==> src/hdl/mem_geom_pkg.sv <==
package mem_geom_pkg;

  // Operand matrices are square and stored row-major
  localparam int dim = 4;

  // Row or column index into one matrix
  localparam int idx_width = 2;

  // Elements per matrix, one memory word each
  localparam int depth = dim * dim;

  // Flat address, row * dim + col
  localparam int addr_width = 4;

  // Unsigned operand element
  localparam int elem_width = 16;

endpackage

==> src/hdl/cmd_pkg.sv <==
package cmd_pkg;

  typedef enum logic [1:0] {
    op_nop  = 2'd0,
    op_load = 2'd1,
    op_dot  = 2'd2
  } opcode_t;

  // Load view, target 0 selects A and 1 selects B
  typedef struct packed {
    opcode_t                                opcode;
    logic                                   target;
    logic [mem_geom_pkg::idx_width-1:0]     row;
    logic [mem_geom_pkg::idx_width-1:0]     col;
    logic [8:0]                             pad;
    logic [mem_geom_pkg::elem_width-1:0]    data;
  } load_fields_t;

  // Dot view, row of A against column of B
  typedef struct packed {
    opcode_t                                opcode;
    logic                                   pad_hi;
    logic [mem_geom_pkg::idx_width-1:0]     row;
    logic [mem_geom_pkg::idx_width-1:0]     col;
    logic [24:0]                            pad_lo;
  } dot_fields_t;

  // Opcode occupies bits 31:30 in both views
  typedef union packed {
    load_fields_t load;
    dot_fields_t  dot;
  } cmd_word_t;

  // Four 32-bit products need two extra bits
  localparam int acc_width = 34;

  // Result buffer depth on the consumer side
  localparam int result_credits = 2;
  localparam int credit_width = $clog2(result_credits + 1);

endpackage

==> src/hdl/dual_port_mem_d1.sv <==
`timescale 1ns/1ps

module dual_port_mem_d1 (
  input  logic                                clk,
  input  logic                                reset,

  input  logic                                read_en,
  input  logic [mem_geom_pkg::addr_width-1:0] addr0_r,
  output logic [mem_geom_pkg::elem_width-1:0] read_data,

  input  logic                                write_en,
  input  logic [mem_geom_pkg::elem_width-1:0] write_data,
  input  logic [mem_geom_pkg::addr_width-1:0] addr0_w
);

  logic [mem_geom_pkg::elem_width-1:0] mem [mem_geom_pkg::depth];

  // Registered read that holds between reads
  always_ff @(posedge clk) begin
    if (reset) begin
      read_data <= '0;
    end else if (read_en) begin
      read_data <= mem[addr0_r];
    end
  end

  always_ff @(posedge clk) begin
    if (!reset && write_en) begin
      mem[addr0_w] <= write_data;
    end
  end

  // Enables must stay quiet through reset
  a_no_access_in_reset: assert property (
    @(posedge clk) reset && $past(reset) |-> !read_en && !write_en
  ) else $error("dual_port_mem_d1: access during reset");

  a_read_addr_known: assert property (
    @(posedge clk) disable iff (reset)
    read_en |-> !$isunknown(addr0_r)
  ) else $error("dual_port_mem_d1: unknown read address %h", addr0_r);

  a_write_addr_known: assert property (
    @(posedge clk) disable iff (reset)
    write_en |-> !$isunknown(addr0_w)
  ) else $error("dual_port_mem_d1: unknown write address %h", addr0_w);

endmodule

==> src/hdl/operand_fetch.sv <==
`timescale 1ns/1ps

module operand_fetch #(
  parameter bit col_walk = 1'b0
) (
  input  logic                                clk,
  input  logic                                reset,

  input  logic                                load_en,
  input  logic [mem_geom_pkg::addr_width-1:0] load_addr,
  input  logic [mem_geom_pkg::elem_width-1:0] load_data,

  input  logic                                start,
  input  logic [mem_geom_pkg::idx_width-1:0]  run_row,
  input  logic [mem_geom_pkg::idx_width-1:0]  run_col,

  output logic                                elem_valid,
  output logic [mem_geom_pkg::elem_width-1:0] elem_data
);

  logic                                running;
  logic [mem_geom_pkg::idx_width-1:0]  step;
  logic [mem_geom_pkg::idx_width-1:0]  walk_idx;
  logic [mem_geom_pkg::idx_width-1:0]  rd_row;
  logic [mem_geom_pkg::idx_width-1:0]  rd_col;
  logic [mem_geom_pkg::addr_width-1:0] rd_addr;

  // Walk state, one read per cycle for dim cycles
  always_ff @(posedge clk) begin
    if (reset) begin
      running <= 1'b0;
      step    <= '0;
    end else if (start) begin
      running <= 1'b1;
      step    <= '0;
    end else if (running) begin
      step <= step + 1'b1;
      if (step == mem_geom_pkg::idx_width'(mem_geom_pkg::dim - 1)) begin
        running <= 1'b0;
      end
    end
  end

  // Fixed index of the walk, captured at start
  always_ff @(posedge clk) begin
    if (start) begin
      walk_idx <= col_walk ? run_col : run_row;
    end
  end

  assign rd_row  = col_walk ? step : walk_idx;
  assign rd_col  = col_walk ? walk_idx : step;
  assign rd_addr = mem_geom_pkg::addr_width'(rd_row * mem_geom_pkg::dim + rd_col);

  // Read data lands one cycle after the enable
  always_ff @(posedge clk) begin
    if (reset) begin
      elem_valid <= 1'b0;
    end else begin
      elem_valid <= running;
    end
  end

  dual_port_mem_d1 u_mem (
    .clk        (clk),
    .reset      (reset),
    .read_en    (running),
    .addr0_r    (rd_addr),
    .read_data  (elem_data),
    .write_en   (load_en),
    .write_data (load_data),
    .addr0_w    (load_addr)
  );

  a_start_when_idle: assert property (
    @(posedge clk) disable iff (reset)
    start |-> !running
  ) else $error("operand_fetch: start during a running walk");

endmodule

==> src/hdl/dot_accumulate.sv <==
`timescale 1ns/1ps

module dot_accumulate (
  input  logic                                clk,
  input  logic                                reset,

  input  logic                                a_valid,
  input  logic [mem_geom_pkg::elem_width-1:0] a_data,
  input  logic                                b_valid,
  input  logic [mem_geom_pkg::elem_width-1:0] b_data,

  input  logic                                credit_return,
  output logic                                result_valid,
  output logic [cmd_pkg::acc_width-1:0]       result_data,
  output logic                                done
);

  logic [2*mem_geom_pkg::elem_width-1:0]  product;
  logic [cmd_pkg::acc_width-1:0]          acc;
  logic [cmd_pkg::acc_width-1:0]          acc_next;
  logic [mem_geom_pkg::idx_width-1:0]     elem_cnt;
  logic                                   pending;
  logic                                   issue;
  logic [cmd_pkg::credit_width-1:0]       credit_count;

  assign product  = a_data * b_data;
  // First element of a run starts a fresh sum
  assign acc_next = (elem_cnt == '0 ? '0 : acc) + product;

  always_ff @(posedge clk) begin
    if (reset) begin
      elem_cnt <= '0;
    end else if (a_valid) begin
      elem_cnt <= elem_cnt + 1'b1;
    end
  end

  always_ff @(posedge clk) begin
    if (a_valid) begin
      acc <= acc_next;
    end
    if (a_valid && elem_cnt == mem_geom_pkg::idx_width'(mem_geom_pkg::dim - 1)) begin
      result_data <= acc_next;
    end
  end

  assign issue = pending && credit_count != '0;

  // Pending result waits here until a credit is free
  always_ff @(posedge clk) begin
    if (reset) begin
      pending      <= 1'b0;
      result_valid <= 1'b0;
    end else begin
      result_valid <= issue;
      if (a_valid && elem_cnt == mem_geom_pkg::idx_width'(mem_geom_pkg::dim - 1)) begin
        pending <= 1'b1;
      end else if (issue) begin
        pending <= 1'b0;
      end
    end
  end

  always_ff @(posedge clk) begin
    if (reset) begin
      credit_count <= cmd_pkg::credit_width'(cmd_pkg::result_credits);
    end else begin
      case ({issue, credit_return})
        2'b10:   credit_count <= credit_count - 1'b1;
        2'b01:   credit_count <= credit_count + 1'b1;
        default: credit_count <= credit_count;
      endcase
    end
  end

  assign done = result_valid;

  // Both fetch units run in lockstep
  a_valid_lockstep: assert property (
    @(posedge clk) disable iff (reset) a_valid == b_valid
  ) else $error("dot_accumulate: a_valid and b_valid differ");

  a_credit_bound: assert property (
    @(posedge clk) disable iff (reset) credit_count <= cmd_pkg::result_credits
  ) else $error("dot_accumulate: credit count %0d above limit", credit_count);

  a_no_excess_return: assert property (
    @(posedge clk) disable iff (reset)
    credit_return |-> credit_count < cmd_pkg::result_credits
  ) else $error("dot_accumulate: credit returned at full credit");

endmodule

==> src/hdl/cmd_decode.sv <==
`timescale 1ns/1ps

module cmd_decode (
  input  logic                                clk,
  input  logic                                reset,

  input  logic                                cmd_valid,
  input  cmd_pkg::cmd_word_t                  cmd_word,
  output logic                                cmd_ready,

  input  logic                                done,

  output logic                                a_load_en,
  output logic                                b_load_en,
  output logic [mem_geom_pkg::addr_width-1:0] load_addr,
  output logic [mem_geom_pkg::elem_width-1:0] load_data,

  output logic                                start,
  output logic [mem_geom_pkg::idx_width-1:0]  run_row,
  output logic [mem_geom_pkg::idx_width-1:0]  run_col
);

  logic accept;
  logic is_load;
  logic is_dot;
  logic busy;

  assign cmd_ready = !busy;
  assign accept    = cmd_valid && cmd_ready;

  // Opcode sits at the same bits in both views
  assign is_load = cmd_word.load.opcode == cmd_pkg::op_load;
  assign is_dot  = cmd_word.dot.opcode == cmd_pkg::op_dot;

  always_ff @(posedge clk) begin
    if (reset) begin
      a_load_en <= 1'b0;
      b_load_en <= 1'b0;
      start     <= 1'b0;
      busy      <= 1'b0;
    end else begin
      a_load_en <= accept && is_load && !cmd_word.load.target;
      b_load_en <= accept && is_load && cmd_word.load.target;
      start     <= accept && is_dot;
      if (accept && is_dot) begin
        busy <= 1'b1;
      end else if (done) begin
        busy <= 1'b0;
      end
    end
  end

  // Load payload with a flat row-major address
  always_ff @(posedge clk) begin
    if (accept && is_load) begin
      load_addr <= mem_geom_pkg::addr_width'(cmd_word.load.row * mem_geom_pkg::dim +
                                             cmd_word.load.col);
      load_data <= cmd_word.load.data;
    end
  end

  // Run indices hold until the next dot
  always_ff @(posedge clk) begin
    if (accept && is_dot) begin
      run_row <= cmd_word.dot.row;
      run_col <= cmd_word.dot.col;
    end
  end

endmodule

==> src/hdl/dot_engine_top.sv <==
`timescale 1ns/1ps

module dot_engine_top (
  input  logic                          clk,
  input  logic                          reset,

  input  logic                          cmd_valid,
  input  cmd_pkg::cmd_word_t            cmd_word,
  output logic                          cmd_ready,

  output logic                          result_valid,
  output logic [cmd_pkg::acc_width-1:0] result_data,
  input  logic                          credit_return
);

  logic                                a_load_en;
  logic                                b_load_en;
  logic [mem_geom_pkg::addr_width-1:0] load_addr;
  logic [mem_geom_pkg::elem_width-1:0] load_data;
  logic                                start;
  logic [mem_geom_pkg::idx_width-1:0]  run_row;
  logic [mem_geom_pkg::idx_width-1:0]  run_col;
  logic                                a_elem_valid;
  logic [mem_geom_pkg::elem_width-1:0] a_elem_data;
  logic                                b_elem_valid;
  logic [mem_geom_pkg::elem_width-1:0] b_elem_data;
  logic                                done;

  cmd_decode u_cmd_decode (
    .clk       (clk),
    .reset     (reset),
    .cmd_valid (cmd_valid),
    .cmd_word  (cmd_word),
    .cmd_ready (cmd_ready),
    .done      (done),
    .a_load_en (a_load_en),
    .b_load_en (b_load_en),
    .load_addr (load_addr),
    .load_data (load_data),
    .start     (start),
    .run_row   (run_row),
    .run_col   (run_col)
  );

  // A walks a row
  operand_fetch #(.col_walk(1'b0)) u_fetch_a (
    .clk        (clk),
    .reset      (reset),
    .load_en    (a_load_en),
    .load_addr  (load_addr),
    .load_data  (load_data),
    .start      (start),
    .run_row    (run_row),
    .run_col    (run_col),
    .elem_valid (a_elem_valid),
    .elem_data  (a_elem_data)
  );

  // B walks a column
  operand_fetch #(.col_walk(1'b1)) u_fetch_b (
    .clk        (clk),
    .reset      (reset),
    .load_en    (b_load_en),
    .load_addr  (load_addr),
    .load_data  (load_data),
    .start      (start),
    .run_row    (run_row),
    .run_col    (run_col),
    .elem_valid (b_elem_valid),
    .elem_data  (b_elem_data)
  );

  dot_accumulate u_dot_accumulate (
    .clk           (clk),
    .reset         (reset),
    .a_valid       (a_elem_valid),
    .a_data        (a_elem_data),
    .b_valid       (b_elem_valid),
    .b_data        (b_elem_data),
    .credit_return (credit_return),
    .result_valid  (result_valid),
    .result_data   (result_data),
    .done          (done)
  );

endmodule

==> config.mk <==
export PLATFORM = sky130hd
export DESIGN_NAME = dot_engine_top
export DESIGN_NICKNAME = d
export VERILOG_FILES = /design/src/hdl/mem_geom_pkg.sv /design/src/hdl/cmd_pkg.sv /design/src/hdl/dual_port_mem_d1.sv /design/src/hdl/operand_fetch.sv /design/src/hdl/dot_accumulate.sv /design/src/hdl/cmd_decode.sv /design/src/hdl/dot_engine_top.sv
export SDC_FILE = /design/constraint.sdc
export NUM_CORES = 1
export LEC_CHECK = 0
export BUFFER_PORTS_ARGS = -buffer_cell sky130_fd_sc_hd__clkbuf_2
export CORE_MARGIN = 1.5
export CORE_UTILIZATION = 50
export DETAILED_ROUTE_END_ITERATION = 10
export PLACE_DENSITY = 0.66
export SYNTH_ARGS = -nofsm -noshare
export SYNTH_HDL_FRONTEND = slang
export SYNTH_SLANG_ARGS = --single-unit
==> constraint.sdc <==
create_clock -name clk -period 9.62 [get_ports clk]
set_clock_uncertainty 0.15 [all_clocks]
set_input_delay 0 -clock clk [delete_from_list [all_inputs] [get_ports clk]]
set_output_delay 0 -clock clk [all_outputs]
set_load 0.02 [all_outputs]
# Yosys cells after proc, flatten, opt, wreduce, memory -nomap -nowiden
# Memory sizes are Yosys's and may differ from the RTL's. A register that Yosys moved wholly into a read port is not among the register bits.
# Index checks and enable logic that the tools add are counted.
[totals] regBits=113 latch_bits=0 ram_bits=512 mem_bits_ro=0 output_inout_bits=36 wordCells=74 mem_count=2
[memory_table] name="u_fetch_a.u_mem.mem" depth=16 word_bits=16 read_ports=1 rd_clocked_by_memory_dff=1 wr=1 line="dual_port_mem_d1.sv:16" text="logic [mem_geom_pkg::elem_width-1:0] mem [mem_geom_pkg::depth];"
[memory_table] name="u_fetch_b.u_mem.mem" depth=16 word_bits=16 read_ports=1 rd_clocked_by_memory_dff=1 wr=1 line="dual_port_mem_d1.sv:16"
[op_classes] add_sub_neg=9 mul=1 div_mod_pow=0 n_lt_le_gt_ge=0 eq_ne=7 shift=0 n_mux=16 n_bitwise=0 reduce_logical=18
[op_table] op="$add 34x32->34" n=1
[op_table] op="$mux 34" n=1
[op_table] op="$mul 16x16->32" n=1
[op_table] op="$mux 1" n=14
[op_table] op="$add 4x2->4" n=3
[op_table] op="$eq 2x2->1 const B" n=5
[op_table] op="$logic_and 1x1->1" n=9
[op_table] op="$add 2x1->2 const B" n=4
[op_table] op="$reduce_bool 2->1" n=4
[op_table] op="$eq 2x1->1 const B" n=2
[op_table] op="$pmux 2 s2" n=1
[op_table] op="$logic_not 1->1" n=3
[op_table] op="$logic_not 2->1" n=1
[op_table] op="$reduce_or 2->1" n=1
[op_table] op="$sub 2x1->2 const B" n=1

# Logic depth before layout (Yosys ltp)
[depth] depth_word=4 mapped_depth=22

# Cells and area by module
# Synthesis repeated with hierarchy kept, for this count alone.
[unflattened] cells_unflattened=2561 area_unflattened_um2=34729.6
[modules_own_cells] module="dual_port_mem_d1" instances=2 cells_each=608 area_each_um2=10555.1 seq_area_each_um2=8007.7
[modules_own_cells] module="dot_accumulate" instances=1 cells_each=1277 area_each_um2=12300.5 seq_area_each_um2=2162.1
[modules_own_cells] module="cmd_decode" instances=1 cells_each=38 area_each_um2=893.4 seq_area_each_um2=800.8
[modules_own_cells] module="operand_fetch" instances=2 cells_each=15 area_each_um2=212.7 seq_area_each_um2=140.1

# Least setup slack after synthesis
# No wires, ideal clock.
[synth_path] kind="register to register" from="register u_fetch_b.u_mem.read_data[7] in the netlist's numbering, read port of u_fetch_b.u_mem.mem" to="register u_dot_accumulate.acc[29] in the netlist's numbering, data pin" setup_ns=0.292 arrival_ns=5.592 t_required_ns=9.178 path_slack_ns=3.586 path_stages_with_launch=22 period_less_slack_ns=6.034 cell_sequence="dfxtp_1 clkbuf_1 clkbuf_1 nand2_1 fa_1 inv_1 fa_1 inv_1 fa_1 inv_1 fa_1 fa_1 inv_1 fa_1 inv_1 ha_1 a21oi_1 nor3_1 o31a_1 or3_1 nor2_1 o311ai_0"
[synth_between] elab_chain_cells=2
[synth_rtl] element="start, declared" line="dual_port_mem_d1.sv:9" text="output logic [mem_geom_pkg::elem_width-1:0] read_data,"
[synth_rtl] element="$mul 16x16->32" line="dot_accumulate.sv:26" text="assign product = a_data * b_data;"
[synth_rtl] element="$add 34x32->34" line="dot_accumulate.sv:28" text="assign acc_next = (elem_cnt == '0 ? '0 : acc) + product;"
[synth_rtl] element="via u_dot_accumulate.acc_next (one bit)" line="dot_accumulate.sv:20" text="logic [cmd_pkg::acc_width-1:0] acc_next;"
[synth_rtl] element="end signal, assigned" line="dot_accumulate.sv:40" text="acc <= acc_next;"
[synth_rtl] element="end, declared" line="dot_accumulate.sv:19" text="logic [cmd_pkg::acc_width-1:0] acc;"
# The timed path passes the listed nets, and every way through them passes these cells.
# A chain may end at the register's enable or synchronous reset.

# Worst setup path in the final report
[layout_path] from="register u_fetch_a.u_mem.read_data[13] in the netlist's numbering, read port of u_fetch_a.u_mem.mem" to="register u_dot_accumulate.acc[29] in the netlist's numbering, data pin"
[layout_between] elab_chain_cells=2
[layout_rtl] element="start, declared" line="dual_port_mem_d1.sv:9"
[layout_rtl] element="$mul 16x16->32" line="dot_accumulate.sv:26"
[layout_rtl] element="$add 34x32->34" line="dot_accumulate.sv:28"
[layout_rtl] element="via u_dot_accumulate.acc_next (one bit)" line="dot_accumulate.sv:20"
# The timed path passes the listed nets, and every way through them passes these cells.

==> results.sh <==
export IMPL_seqPwrFrac_pct=53.3
export IMPL_setup_total_negative_slack_ns=0
export IMPL_async_flop_share_pct=0
export IMPL_post_route_util_pct=56.70
export IMPL_drv_cap=0
export IMPL_syn_avg_cell_area_um2=15.29
export IMPL_route_detailed_drc=0
export IMPL_core_um2=67400
export IMPL_ant_nets=0
export IMPL_cp_endpoint="u_dot_accumulate.acc[29]"
export IMPL_r2r_slack_ns=2.54
export IMPL_grt_start_max_net_pins=67
export IMPL_rsz0062_at_grt="no"
export IMPL_synth_net_count=2607
export IMPL_leakagePower_nw=14.42
export IMPL_place_gp_congestion=0.8744
export IMPL_cts_buffers=70
export IMPL_cts_tree="done"
export IMPL_ys_seq_area_share_pct=56.34
export IMPL_status="finished clean"
export IMPL_maxSlewHeadroom_pct=13.62
export IMPL_cp_num_cells=17
export IMPL_final_cell_mix="edfxtp_1 (608), inv_1 (315), fa_1 (226)"
export IMPL_powerDensity_nw_per_um2=155.0
export IMPL_ys_ff_latch=657
export IMPL_path_buf_inv=3
export IMPL_grt_pass1_wl_um=111800
export IMPL_crit_path_max_fanout=17
export IMPL_start_util_pct=50.67
export IMPL_cts_htree_levels=3
export IMPL_clk_path_buf_depth=3
export IMPL_arrival_ns=7.26
export IMPL_dp_hpwl_um=45760
export IMPL_synth_top_cell_area_share_pct=53.47
export IMPL_hold_path_class="input port to flop"
export IMPL_reg2regPathDepth=17
export IMPL_setup_violations=0
export IMPL_area_delta_synth_final_pct=11.90
export IMPL_antenna_cells=0
export IMPL_synthFlopType="edfxtp_1"
export IMPL_final_hold_violation_count=0
export IMPL_dpl_cell_count=3109
export IMPL_die_h_um=264.3
export IMPL_cts_sinks=657
export IMPL_r2r_end="u_dot_accumulate.acc[29]"
export IMPL_slowest_stage="dfxtp_1"
export IMPL_critical_path_class="flop to flop"
export IMPL_ir_worst_vdd_uv=125.6
export IMPL_antenna_found_initial=0
export IMPL_first_global_vias=19670
export IMPL_switching_share_pct=20.58
export IMPL_rows=95
export IMPL_cp_data_required_time_ns=9.80
export IMPL_cpMostUsedCell="fa_1"
export IMPL_cp_start_kind="flop"
export IMPL_first_pass_iters=5
export IMPL_portBuffers=62
export IMPL_synth_cells=2234
export IMPL_comb_power_share_pct=2.1
export IMPL_crit_path_cell_trace="nand2_1, fa_1, fa_1, inv_1, fa_1, fa_1, fa_1, inv_1, fa_1, inv_1, ha_1, and3_1, and4_1, nand2_1, a21oi_1, nor2_1, o311ai_0"
export IMPL_num_fill_cells=5205
export IMPL_vias_per_cell=5.491
export IMPL_path_delay_family="adder cells"
export IMPL_crit_start="u_fetch_a.u_mem.read_data[13]"
export IMPL_power_internal_mw=4.704
export IMPL_post_cts_buffers=0
export IMPL_max_freq_mhz=141.2
export IMPL_slew_viol_final=0
export IMPL_synth_enable_flop_cells=608
export IMPL_wl_per_cell_um=21.66
export IMPL_ys_warn_count=0
export IMPL_synth_cell_type_count=60
export IMPL_switchingPower_mw=1.219
export IMPL_fin_nets=2732
export IMPL_finalCriticalPeriod_ns=7.082
export IMPL_worstMarginPinSlew_ns=1.296
export IMPL_overflow=0
export IMPL_ioPinCount=72
export IMPL_insertion_delay_ns=0.62
export IMPL_final_common_cell="edfxtp_1"
export IMPL_first_iter_violations=1276
export IMPL_cpPeakStageDelay_ns=0.81
export IMPL_die_area_um2=69870
export IMPL_die_w_um=264.3
export IMPL_post_synth_top_area_cell="edfxtp_1"
export IMPL_clockPowerShare_pct=44.6
export IMPL_cts_reportedPaths_clkPinSlew_ns=0.06
export IMPL_vias=18050
export IMPL_wl_um=71200
export IMPL_synth_area_um2=34150
export IMPL_cts_root_buf="clkbuf_16"
export IMPL_worstReg2RegStart="u_fetch_a.u_mem.read_data[13]"
export IMPL_synthTopCellsByArea="edfxtp_1 (53%), fa_1 (13%), mux4_2 (11%)"
export IMPL_post_route_period_util_pct=73.62
export IMPL_layout_cells_non_filler=3287
export IMPL_grt_use_total_pct=21.13
export IMPL_drive_above_1_share_pct=15.58
export IMPL_critPathCaptureType="flop"
## per-layer routing
layer | vias to the layer above | part of all wire [%] | global-route usage [%]
li1 | 8085 | - | -
met1 | 9298 | 43 | 28.65
met2 | 524 | 48 | 34.67
met3 | 143 | 5.4 | 3.511
met4 | 0 | 3.2 | 7.875
met5 | - | 0 | 0
## power groups by stage
stage / combinational (mW) / sequential (mW) / clock, mW
final: 0.123 / 3.16 / 2.64
after global placement: 0.104 / 3.22 / 0
after detailed placement: 0.107 / 3.22 / 0
after CTS: 0.122 / 3.16 / 2.69
after global routing: 0.135 / 3.16 / 2.81
after floorplan: 0.0940 / 3.18 / 0
## cell usage after synthesis (4+ instances only)
library cell  number
a21o_1            11
a21oi_1           40
a311oi_1           4
a31oi_1            5
and2_1           124
and3_1             6
buf_1             10
buf_2              8
buf_4              5
buf_6              7
clkbuf_1          68
dfxtp_1           49
edfxtp_1         608
fa_1             226
ha_1             111
inv_1            315
mux2i_1           36
mux4_2           160
nand2_1          170
nand2b_1          25
nand3_1           10
nand4_1            8
nor2_1            92
nor2b_1           26
nor3_1            12
o21ai_0           16
o21bai_1           4
or3_1              6
xnor2_1           18
xor2_1            11
## worst min path at each step
stage                             from                         end  slack, ns  depth (start not counted)
after floorplan           cmd_word[29]      u_cmd_decode.a_load_en      -0.07                          1
after global placement     cmd_word[2]   u_cmd_decode.load_data[2]       0.03                          1
after detailed placement  cmd_word[11]  u_cmd_decode.load_data[11]       0.03                          1
after CTS                 cmd_word[30]           u_cmd_decode.busy       0.14                          5
after global routing      cmd_word[30]           u_cmd_decode.busy       0.22                          5
final                     cmd_word[30]           u_cmd_decode.busy       0.19                          5
## cell families after synthesis
group	count (synthesis)	share of synthesized area, %
fa+ha+maj	337	17.32
compound gates	106	2.059
buf+inv	415	4.807
flops	657	56.34
mux	197	11.64
xor+xnor	29	0.7438
simple gates	493	7.094
## worst register-to-register path, stage by stage, from the launching register on
cell and delay [ns]:
dfxtp_1 0.81, nand2_1 0.18, fa_1 0.55, fa_1 0.55
inv_1 0.06, fa_1 0.56, fa_1 0.44, fa_1 0.49
inv_1 0.05, fa_1 0.47, inv_1 0.04, ha_1 0.42
and3_1 0.33, and4_1 0.37, nand2_1 0.08, a21oi_1 0.53
nor2_1 0.18, o311ai_0 0.55
## area by class of cell
cell class / count / area (um2) / share of cell area, %
tap: 873 / 1092 / 2.858
multi-input combinational: 1162 / 13280 / 34.76
timing repair buffer: 153 / 1121 / 2.934
inverter: 315 / 1182 / 3.094
clock inverter: 40 / 389.1 / 1.018
sequential: 657 / 19240 / 50.36
clock buffer: 87 / 1901 / 4.974
## registers in the layout, summed over array words and instances, names as in the netlist, 2 cells and up
register,flops
u_cmd_decode.load_addr,4
u_cmd_decode.load_data,16
u_cmd_decode.run_col,2
u_cmd_decode.run_row,2
u_dot_accumulate.acc,34
u_dot_accumulate.credit_count,2
u_dot_accumulate.elem_cnt,2
u_dot_accumulate.result_data,34
u_fetch_a.rd_col,2
u_fetch_a.rd_row,2
u_fetch_a.u_mem.mem,256
u_fetch_a.u_mem.read_data,16
u_fetch_b.rd_col,2
u_fetch_b.rd_row,2
u_fetch_b.u_mem.mem,256
u_fetch_b.u_mem.read_data,16
## metrics by stage
stage / hold WS (ns) / power (mW) / cell area (um2) / worst slack [ns]
6_report: 0.1933 / 5.924 / 38210 / 2.538
3_3_place_gp: 0.02737 / 3.320 / 35410 / 2.738
4_1_cts: 0.1418 / 5.972 / 38210 / 2.638
2_1_floorplan: -0.07420 / 3.278 / 34150 / 3.586
5_1_grt: 0.2163 / 6.105 / 38210 / 2.195
3_5_place_dp: 0.02862 / 3.326 / 35410 / 2.597
## timing repair
action,4_1_cts,5_1_grt
gates resized for setup,0,0
hold endpoints to repair,96,0
hold buffers,51,0
Power figures use the tool's default switching activity.
